`config.mk`:
```
export PLATFORM = sky130hd
export DESIGN_NAME = uart_boot_loader
export DESIGN_NICKNAME = d
export VERILOG_FILES = /design/src/boot_pkg.sv /design/src/uart_rx.sv /design/src/word_assembler.sv /design/src/instr_mem.sv /design/src/uart_boot_loader.sv
export SDC_FILE = /design/constraint.sdc
export NUM_CORES = 1
export LEC_CHECK = 0
export BUFFER_PORTS_ARGS = -buffer_cell sky130_fd_sc_hd__buf_2
export CORE_ASPECT_RATIO = 0.8
export CORE_MARGIN = 8
export CORE_UTILIZATION = 40
export DETAILED_ROUTE_END_ITERATION = 7
export HOLD_SLACK_MARGIN = 0.06
export PLACE_DENSITY = 0.58
export SLEW_MARGIN = 15
export SYNTH_ARGS = -nofsm -noshare
export SYNTH_HDL_FRONTEND = slang
export SYNTH_HIERARCHICAL = 1
export SYNTH_SLANG_ARGS = --single-unit
```
`constraint.sdc`:
```
create_clock -name clk -period 14.6 [get_ports clk]
set_input_delay 0 -clock clk [delete_from_list [all_inputs] [get_ports clk]]
set_output_delay 0 -clock clk [all_outputs]
set_load 0.02 [all_outputs]
```
`src/boot_pkg.sv`:
```
`default_nettype none

package boot_pkg;

	////////////////////////////////////////
	// Data widths
	////////////////////////////////////////

	// One serial data byte
	typedef logic [7:0] byte_t;

	// Instruction word and AXI data
	typedef logic [31:0] word_t;

	// Byte address on both ports
	typedef logic [31:0] addr_t;

	////////////////////////////////////////
	// State machines
	////////////////////////////////////////

	typedef enum logic [1:0] {
		rx_idle,
		rx_start,
		rx_data,
		rx_stop
	} rx_state_t;

	// Which byte of the word comes next
	typedef enum logic [1:0] {
		phase_first,
		phase_second,
		phase_third,
		phase_fourth
	} byte_phase_t;

	////////////////////////////////////////
	// AXI response codes
	////////////////////////////////////////

	typedef logic [1:0] resp_t;

	localparam resp_t resp_okay   = 2'b00;
	localparam resp_t resp_slverr = 2'b10;

endpackage

`default_nettype wire

```
`src/uart_rx.sv`:
```
`default_nettype none

module uart_rx import boot_pkg::*;
#(
	parameter int CLKS_PER_BIT = 8
)
(
	input  logic  clk,
	input  logic  reset,
	input  logic  rx,
	output byte_t rx_byte,
	output logic  rx_byte_valid
);

	localparam int CNT_W = (CLKS_PER_BIT > 2) ? $clog2(CLKS_PER_BIT) : 1;

	// Counter end values
	localparam logic [CNT_W-1:0] HALF_BIT = CNT_W'(CLKS_PER_BIT / 2 - 1);
	localparam logic [CNT_W-1:0] FULL_BIT = CNT_W'(CLKS_PER_BIT - 1);

	rx_state_t        state;
	logic             rx_meta;
	logic             rx_sync;
	logic [CNT_W-1:0] bit_cnt;
	logic [2:0]       bit_idx;
	byte_t            shift;
	logic             sample_data;
	logic             sample_stop;

	////////////////////////////////////////
	// Input synchronizer
	////////////////////////////////////////

	always_ff @(posedge clk, posedge reset)
	begin
		if (reset)
		begin
			rx_meta <= 1'b1;
			rx_sync <= 1'b1;
		end
		else
		begin
			rx_meta <= rx;
			rx_sync <= rx_meta;
		end
	end

	// Middle of a data bit or of the stop bit
	assign sample_data = (state == rx_data) && (bit_cnt == FULL_BIT);
	assign sample_stop = (state == rx_stop) && (bit_cnt == FULL_BIT);

	////////////////////////////////////////
	// Frame FSM
	////////////////////////////////////////

	always_ff @(posedge clk, posedge reset)
	begin
		if (reset)
		begin
			state         <= rx_idle;
			bit_cnt       <= '0;
			bit_idx       <= '0;
			rx_byte_valid <= 1'b0;
		end
		else
		begin
			rx_byte_valid <= 1'b0;
			case (state)
				rx_idle:
				begin
					bit_cnt <= '0;
					bit_idx <= '0;
					if (!rx_sync)
						state <= rx_start;
				end
				rx_start:
				begin
					if (bit_cnt == HALF_BIT)
					begin
						bit_cnt <= '0;
						// Line went high again, so it was a glitch
						state <= rx_sync ? rx_idle : rx_data;
					end
					else
						bit_cnt <= bit_cnt + 1'b1;
				end
				rx_data:
				begin
					if (sample_data)
					begin
						bit_cnt <= '0;
						bit_idx <= bit_idx + 1'b1;
						if (bit_idx == 3'd7)
							state <= rx_stop;
					end
					else
						bit_cnt <= bit_cnt + 1'b1;
				end
				rx_stop:
				begin
					if (sample_stop)
					begin
						// Framing error drops the byte
						rx_byte_valid <= rx_sync;
						state         <= rx_idle;
					end
					else
						bit_cnt <= bit_cnt + 1'b1;
				end
				default:
					state <= rx_idle;
			endcase
		end
	end

	// LSB arrives first, so shift in from the top
	always_ff @(posedge clk)
	begin
		if (sample_data)
			shift <= {rx_sync, shift[7:1]};
		if (sample_stop)
			rx_byte <= shift;
	end

	a_valid_single: assert property (@(posedge clk) disable iff (reset)
		rx_byte_valid |=> !rx_byte_valid);

endmodule

`default_nettype wire

```
`src/word_assembler.sv`:
```
`default_nettype none

module word_assembler import boot_pkg::*;
#(
	parameter int MEM_DEPTH = 16
)
(
	input  logic        clk,
	input  logic        reset,
	input  byte_t       rx_byte,
	input  logic        rx_byte_valid,
	output logic        wr_en,
	output addr_t       wr_addr,
	output word_t       wr_word,
	output logic [15:0] loaded_words
);

	localparam int IDX_W = (MEM_DEPTH > 1) ? $clog2(MEM_DEPTH) : 1;
	localparam logic [IDX_W-1:0] LAST_IDX = IDX_W'(MEM_DEPTH - 1);

	byte_phase_t      phase;
	logic [IDX_W-1:0] word_idx;

	// Word index to byte address
	assign wr_addr = addr_t'({word_idx, 2'b00});

	////////////////////////////////////////
	// Byte phase and load pointer
	////////////////////////////////////////

	always_ff @(posedge clk, posedge reset)
	begin
		if (reset)
		begin
			phase        <= phase_first;
			wr_en        <= 1'b0;
			word_idx     <= '0;
			loaded_words <= '0;
		end
		else
		begin
			wr_en <= rx_byte_valid && (phase == phase_fourth);
			if (rx_byte_valid)
			begin
				case (phase)
					phase_first:  phase <= phase_second;
					phase_second: phase <= phase_third;
					phase_third:  phase <= phase_fourth;
					default:      phase <= phase_first;
				endcase
			end
			// Move on once the word has gone out
			if (wr_en)
			begin
				word_idx     <= (word_idx == LAST_IDX) ? '0 : word_idx + 1'b1;
				loaded_words <= loaded_words + 16'd1;
			end
		end
	end

	// First byte lands in the top lane
	always_ff @(posedge clk)
	begin
		if (rx_byte_valid)
		begin
			case (phase)
				phase_first:  wr_word[31:24] <= rx_byte;
				phase_second: wr_word[23:16] <= rx_byte;
				phase_third:  wr_word[15:8]  <= rx_byte;
				default:      wr_word[7:0]   <= rx_byte;
			endcase
		end
	end

	a_addr_range: assert property (@(posedge clk) disable iff (reset)
		wr_addr < addr_t'(MEM_DEPTH * 4) && wr_addr[1:0] == 2'b00);

endmodule

`default_nettype wire

```
`src/instr_mem.sv`:
```
`default_nettype none

module instr_mem import boot_pkg::*;
#(
	parameter int MEM_DEPTH = 16
)
(
	input  logic  clk,
	input  logic  reset,
	input  logic  wr_en,
	input  addr_t wr_addr,
	input  word_t wr_word,
	input  addr_t araddr,
	input  logic  arvalid,
	output logic  arready,
	output word_t rdata,
	output resp_t rresp,
	output logic  rvalid,
	input  logic  rready
);

	localparam int IDX_W = (MEM_DEPTH > 1) ? $clog2(MEM_DEPTH) : 1;

	word_t            mem [MEM_DEPTH];
	logic [IDX_W-1:0] wr_idx;
	logic [IDX_W-1:0] rd_idx;
	logic             rd_in_range;
	logic             ar_hs;

	// Low two address bits are ignored
	assign wr_idx      = wr_addr[IDX_W+1:2];
	assign rd_idx      = araddr[IDX_W+1:2];
	assign rd_in_range = araddr[31:2] < 30'(MEM_DEPTH);

	// Only one response in flight
	assign arready = !rvalid;
	assign ar_hs   = arvalid && arready;

	////////////////////////////////////////
	// Loader write port
	////////////////////////////////////////

	always_ff @(posedge clk, posedge reset)
	begin
		if (reset)
		begin
			for (int i = 0; i < MEM_DEPTH; i++)
				mem[i] <= '0;
		end
		else if (wr_en)
			mem[wr_idx] <= wr_word;
	end

	////////////////////////////////////////
	// AXI4-Lite read slave
	////////////////////////////////////////

	always_ff @(posedge clk, posedge reset)
	begin
		if (reset)
			rvalid <= 1'b0;
		else if (ar_hs)
			rvalid <= 1'b1;
		else if (rready)
			rvalid <= 1'b0;
	end

	// Old word wins on a same-cycle write
	always_ff @(posedge clk)
	begin
		if (ar_hs)
		begin
			if (rd_in_range)
			begin
				rdata <= mem[rd_idx];
				rresp <= resp_okay;
			end
			else
			begin
				rdata <= '0;
				rresp <= resp_slverr;
			end
		end
	end

	a_r_stable: assert property (@(posedge clk) disable iff (reset)
		rvalid && !rready |=> rvalid && $stable(rdata) && $stable(rresp));

endmodule

`default_nettype wire

```
`src/uart_boot_loader.sv`:
```
`default_nettype none

module uart_boot_loader import boot_pkg::*;
#(
	parameter int CLKS_PER_BIT = 8,
	parameter int MEM_DEPTH    = 16
)
(
	input  logic        clk,
	input  logic        reset,
	input  logic        rx,
	output logic [15:0] loaded_words,
	input  addr_t       araddr,
	input  logic        arvalid,
	output logic        arready,
	output word_t       rdata,
	output resp_t       rresp,
	output logic        rvalid,
	input  logic        rready
);

	byte_t rx_byte;
	logic  rx_byte_valid;
	logic  wr_en;
	addr_t wr_addr;
	word_t wr_word;

	// Serial line to bytes
	uart_rx #(
		.CLKS_PER_BIT (CLKS_PER_BIT)
	) u_uart_rx (
		.clk           (clk),
		.reset         (reset),
		.rx            (rx),
		.rx_byte       (rx_byte),
		.rx_byte_valid (rx_byte_valid)
	);

	// Bytes to words at the next load address
	word_assembler #(
		.MEM_DEPTH (MEM_DEPTH)
	) u_word_assembler (
		.clk           (clk),
		.reset         (reset),
		.rx_byte       (rx_byte),
		.rx_byte_valid (rx_byte_valid),
		.wr_en         (wr_en),
		.wr_addr       (wr_addr),
		.wr_word       (wr_word),
		.loaded_words  (loaded_words)
	);

	instr_mem #(
		.MEM_DEPTH (MEM_DEPTH)
	) u_instr_mem (
		.clk     (clk),
		.reset   (reset),
		.wr_en   (wr_en),
		.wr_addr (wr_addr),
		.wr_word (wr_word),
		.araddr  (araddr),
		.arvalid (arvalid),
		.arready (arready),
		.rdata   (rdata),
		.rresp   (rresp),
		.rvalid  (rvalid),
		.rready  (rready)
	);

endmodule

`default_nettype wire

```
Word level (Yosys, flattened, before mapping)
Cells that the tools add are included.
Cells by class
  add/sub/neg operators: 4
  magnitude comparators: 4
  equal/unequal tests: 16
  multiplexer cells: 26
  bitwise logic cells: 3
  reductions and logical operators: 17
Operator list (count)
  bitwise mux 512 bit: 1
  binary-select mux 32 bit (select 4 bit): 1
  demux 32 bit (select 4 bit): 1
  2-to-1 mux 32 bit: 3
  less-than comparator 30 x 5 -> 1 bit, second input constant: 1
  adder 16 x 1 -> 16 bit, second input constant: 1
  2-to-1 mux 2 bit: 7
  2-to-1 mux 3 bit: 4
  one-hot mux 3 bit (4 select lines): 1
  greater-or-equal comparator 5 bit, second input constant: 2
  inverter 4 -> 5 bit: 2
  AND reduction 2 bit: 5
  equality test 2 bit, second input constant: 4
  one-hot mux 2 bit (4 select lines): 1
  adder 3 x 1 -> 3 bit, second input constant: 2
  equality test 3 bit, second input constant: 2
  inequality test 2 x 1 -> 1 bit, second input constant: 3
  inequality test 2 bit, second input constant: 3
  one-hot mux 2 bit (3 select lines): 1
  one-hot mux 3 bit (2 select lines): 1
  logical AND 1 bit: 5
  less-than comparator 5 x 1 -> 1 bit, second input constant: 1
  AND reduction 5 bit: 1
  adder 4 x 1 -> 4 bit, second input constant: 1
  other kinds (10): 16
Storage, ports and cells
  register bits: 629
  input port bits: 37
  output and inout port bits: 52
  word-level logic and storage cells: 105

Depth between registers and ports, before layout
  depth in word-level cells: 6
  mapped depth: 6
  gate-level depth less buffers: 5

By module
The synthesis kept the hierarchy.
Modules (own cells, without submodules)
  instr_mem: instances 1, cells each 1457, area each 23996.8 µm², sequential area each 13828.3 µm²
  word_assembler: instances 1, cells each 149, area each 2255.9 µm², sequential area each 1536.5 µm²
  uart_rx: instances 1, cells each 72, area each 1053.5 µm², sequential area each 758.2 µm²

Worst setup path before layout
No wires, ideal clock.
  path type: register to register
  from: register u_instr_mem.rvalid
  to: register u_instr_mem.rdata[0] (enable)
  arrival: 1.992 ns
  data required time: 14.172 ns
  setup slack: 12.180 ns
  stages on the path, launching flop included: 2
  buffers on the path: 0
  cells stage by stage: dfrtp_1 -> nor2b_1
On the way
  word-level cells in the longest chain between the ends: 2
RTL lines
  start, declared: RTL line instr_mem.sv:18  | output logic rvalid,
  start signal, assigned: RTL line instr_mem.sv:61  | rvalid <= 1'b0;
  start signal, assigned: RTL line instr_mem.sv:63  | rvalid <= 1'b1;
  start signal, assigned: RTL line instr_mem.sv:65  | rvalid <= 1'b0;
  zero test 1 bit: RTL line instr_mem.sv:36  | assign arready = !rvalid;
  logical AND 1 bit: RTL line instr_mem.sv:37  | assign ar_hs = arvalid && arready;
  named net u_instr_mem.ar_hs: RTL line instr_mem.sv:28  | logic ar_hs;
  end signal, assigned: RTL line instr_mem.sv:75  | rdata <= mem[rd_idx];
  end, declared: RTL line instr_mem.sv:16  | output word_t rdata,
The timed path passes the listed nets, and every way through them passes these cells.
A chain may end at the register's enable or synchronous reset.

==> results.yml <==
cts:
  post_cts_buffers: 0
  cts_tree: "done"
  htreeDepth: 3
  clock_latency_ps: 600
  cts_buffers: 67
  clk_pin_slew_worst_paths_ps: 60
  clock_path_buffers: 3
  cts_resized: 0
  hold_buffers: 5
  root_buffer: "clkbuf_16"
  clock_sinks: 628
worst_setup_path:
  setup.worst_path.end: "u_instr_mem/mem[164]"
  crit_path_end_kind: "flip-flop"
  worstSetupStartpoint: "u_word_assembler/wr_en"
  r2r-end: "u_instr_mem/mem[164]"
  crit_chain: "nand3b_1 > nor2_4 > buf_4 > mux2_2"
  reg2reg_setup_slack_ps: 11690
  r2r.worst_path.cells: 4
  crit_slowest_cell: "nor2_4"
  crit_arrival_ps: 3390
  critPathMaxFanout: 17
  rr_startpoint: "u_word_assembler/wr_en"
  critical_path.max_stage_delay_ps: 840
  cp.required_ps: 15080
  cp-start-kind: "flip-flop"
  crit_type: "flip-flop to flip-flop"
timing:
  rsz0062_at_grt: "false"
  relSlewSlack: 0.2422
  hold-worst-slack_ps: 106.7
  fin_tns_setup_ps: 0
  tightest_slew_ps: 1137
  max_freq_mhz: 343.1
  finalCritPeriodShare: 0.1996
  setup_viol: 0
  skew_ps: 18.99
  finalMaxSlewViolations: 0
  hold_viol: 0
  period_minus_slack_ps: 2915
drt:
  drt-initial-drc-count: 952
  dr_total_vias: 14717
  drtPass1Iterations: 5
  detail_route.vias_per_cell: 5.516
  routedWlPerCell_um: 24.10
  ant_nets: 0
  drcViolationCount: 0
  wl_um: 64290
final_layout:
  area_growth_pct: 13.25
  fin_nets: 1750
  seq_area_um2: 16120
  layout_commonest_cell: "dfrtp_1"
  num_antenna_cells: 0
  final_layout_size_suffix_gt1_frac: 0.5048
  multiInputGateArea_um2: 10390
  n_fill_cell: 5760
  final_cell_mix: "dfrtp_1 (545), mux2_2 (505), mux4_2 (128)"
synthesis:
  synth_warnings: 6
  syn_inst: 1649
  syn_nets: 1697
  syn_area_um2: 27090
  avgSynthCellArea_um2: 16.43
grt:
  grt_pass1_wl_um: 100500
  grt_overflow_total: 0
  grt_max_degree: 178
  grt_usage: 0.1701
  grt_antenna_before_repair: 0
  grt_pass1_vias: 15908
die:
  dieWidth_um: 307.0
  start_util: 0.4037
  design.die.area_um2: 76370
  core_um2: 67110
  die_y_um: 248.8
  ios: 89
  rows: 85
worst_hold_path:
  hp-class: "input port to flip-flop"
power:
  power_density_nw_per_um2: 121.1
  p_leak_nw: 14.27
  ir_worst_vdd_mv: 0.07380
run_status:
  status: "completed"
job:
  maxCapViolations: 0
placement:
  hpwlAfterDp_um: 36480
  gp_congestion: 0.7153
  port_buffers: 85
==> layout make-up <==
class | instances | share of cell area
clock inverters | 14 | 0.003262
well taps | 913 | 0.03723
flip-flops and latches | 628 | 0.5255
multi-input cells | 875 | 0.3386
inverters | 10 | 0.001468
clock buffers | 108 | 0.06965
repair buffers | 120 | 0.02430
==> power breakdown <==
part / internal (mW) / switching (mW) / leakage, nW
Clock: 1.02 / 0.687 / 1.11
Combinational: 0.0578 / 0.117 / 4.79
Sequential: 1.80 / 0.0334 / 8.37
Total: 2.88 / 0.837 / 14.3
==> layer usage <==
layer  track usage  share of wire
met1        0.2528           0.49
met2        0.2565           0.45
met3       0.03524          0.041
met4       0.03623          0.018
met5             0              0
==> per-stage QoR <==
step | cell area [um^2] | worst slack (ps) | std cells | power, mW | utilization
2_1_floorplan | 27090 | 271.8 | 1649 | 1.982 | -
3_5_place_dp | 28360 | 11180 | 2540 | 2.041 | 0.4226
4_1_cts | 30640 | 11640 | 2667 | 3.765 | 0.4566
3_3_place_gp | 28360 | 11240 | 2540 | 2.034 | 0.4226
6_report | 30680 | 11690 | 2668 | 3.715 | 0.4572
5_1_grt | 30680 | 11590 | 2668 | 3.859 | 0.4572
==> worst min-delay path by stage <==
stage | from | end | slack, ps | depth (start not counted)
after floorplan | reset | async pin | -150 | 1
after global placement | reset | async pin | 70 | 2
after detailed placement | reset | u_uart_rx/bit_cnt[1] | 90 | 2
after CTS | rready | u_instr_mem/rvalid | 70 | 3
after global routing | rready | u_instr_mem/rvalid | 100 | 3
final | rready | u_instr_mem/rvalid | 110 | 3
==> registers in the layout, summed over array words and instances, names as in the netlist, 2 cells and up, named ones only <==
signal	cells
u_word_assembler/wr_word	32
u_word_assembler/phase	2
u_uart_rx/rx_byte	8
u_word_assembler/word_idx	4
u_instr_mem/rdata	32
u_uart_rx/shift	8
u_uart_rx/bit_cnt	3
u_word_assembler/loaded_words	16
u_uart_rx/bit_idx	3
u_instr_mem/mem	512
==> worst max-delay path, delay by kind of cell, from the launching register on <==
kind                   cells  cell delay (ps)
multiplexers               1              380
AND/OR/NAND/NOR            2             1210
buffers and inverters      1              490
flip-flops                 1              690
(Power assumes the default switching activity.)
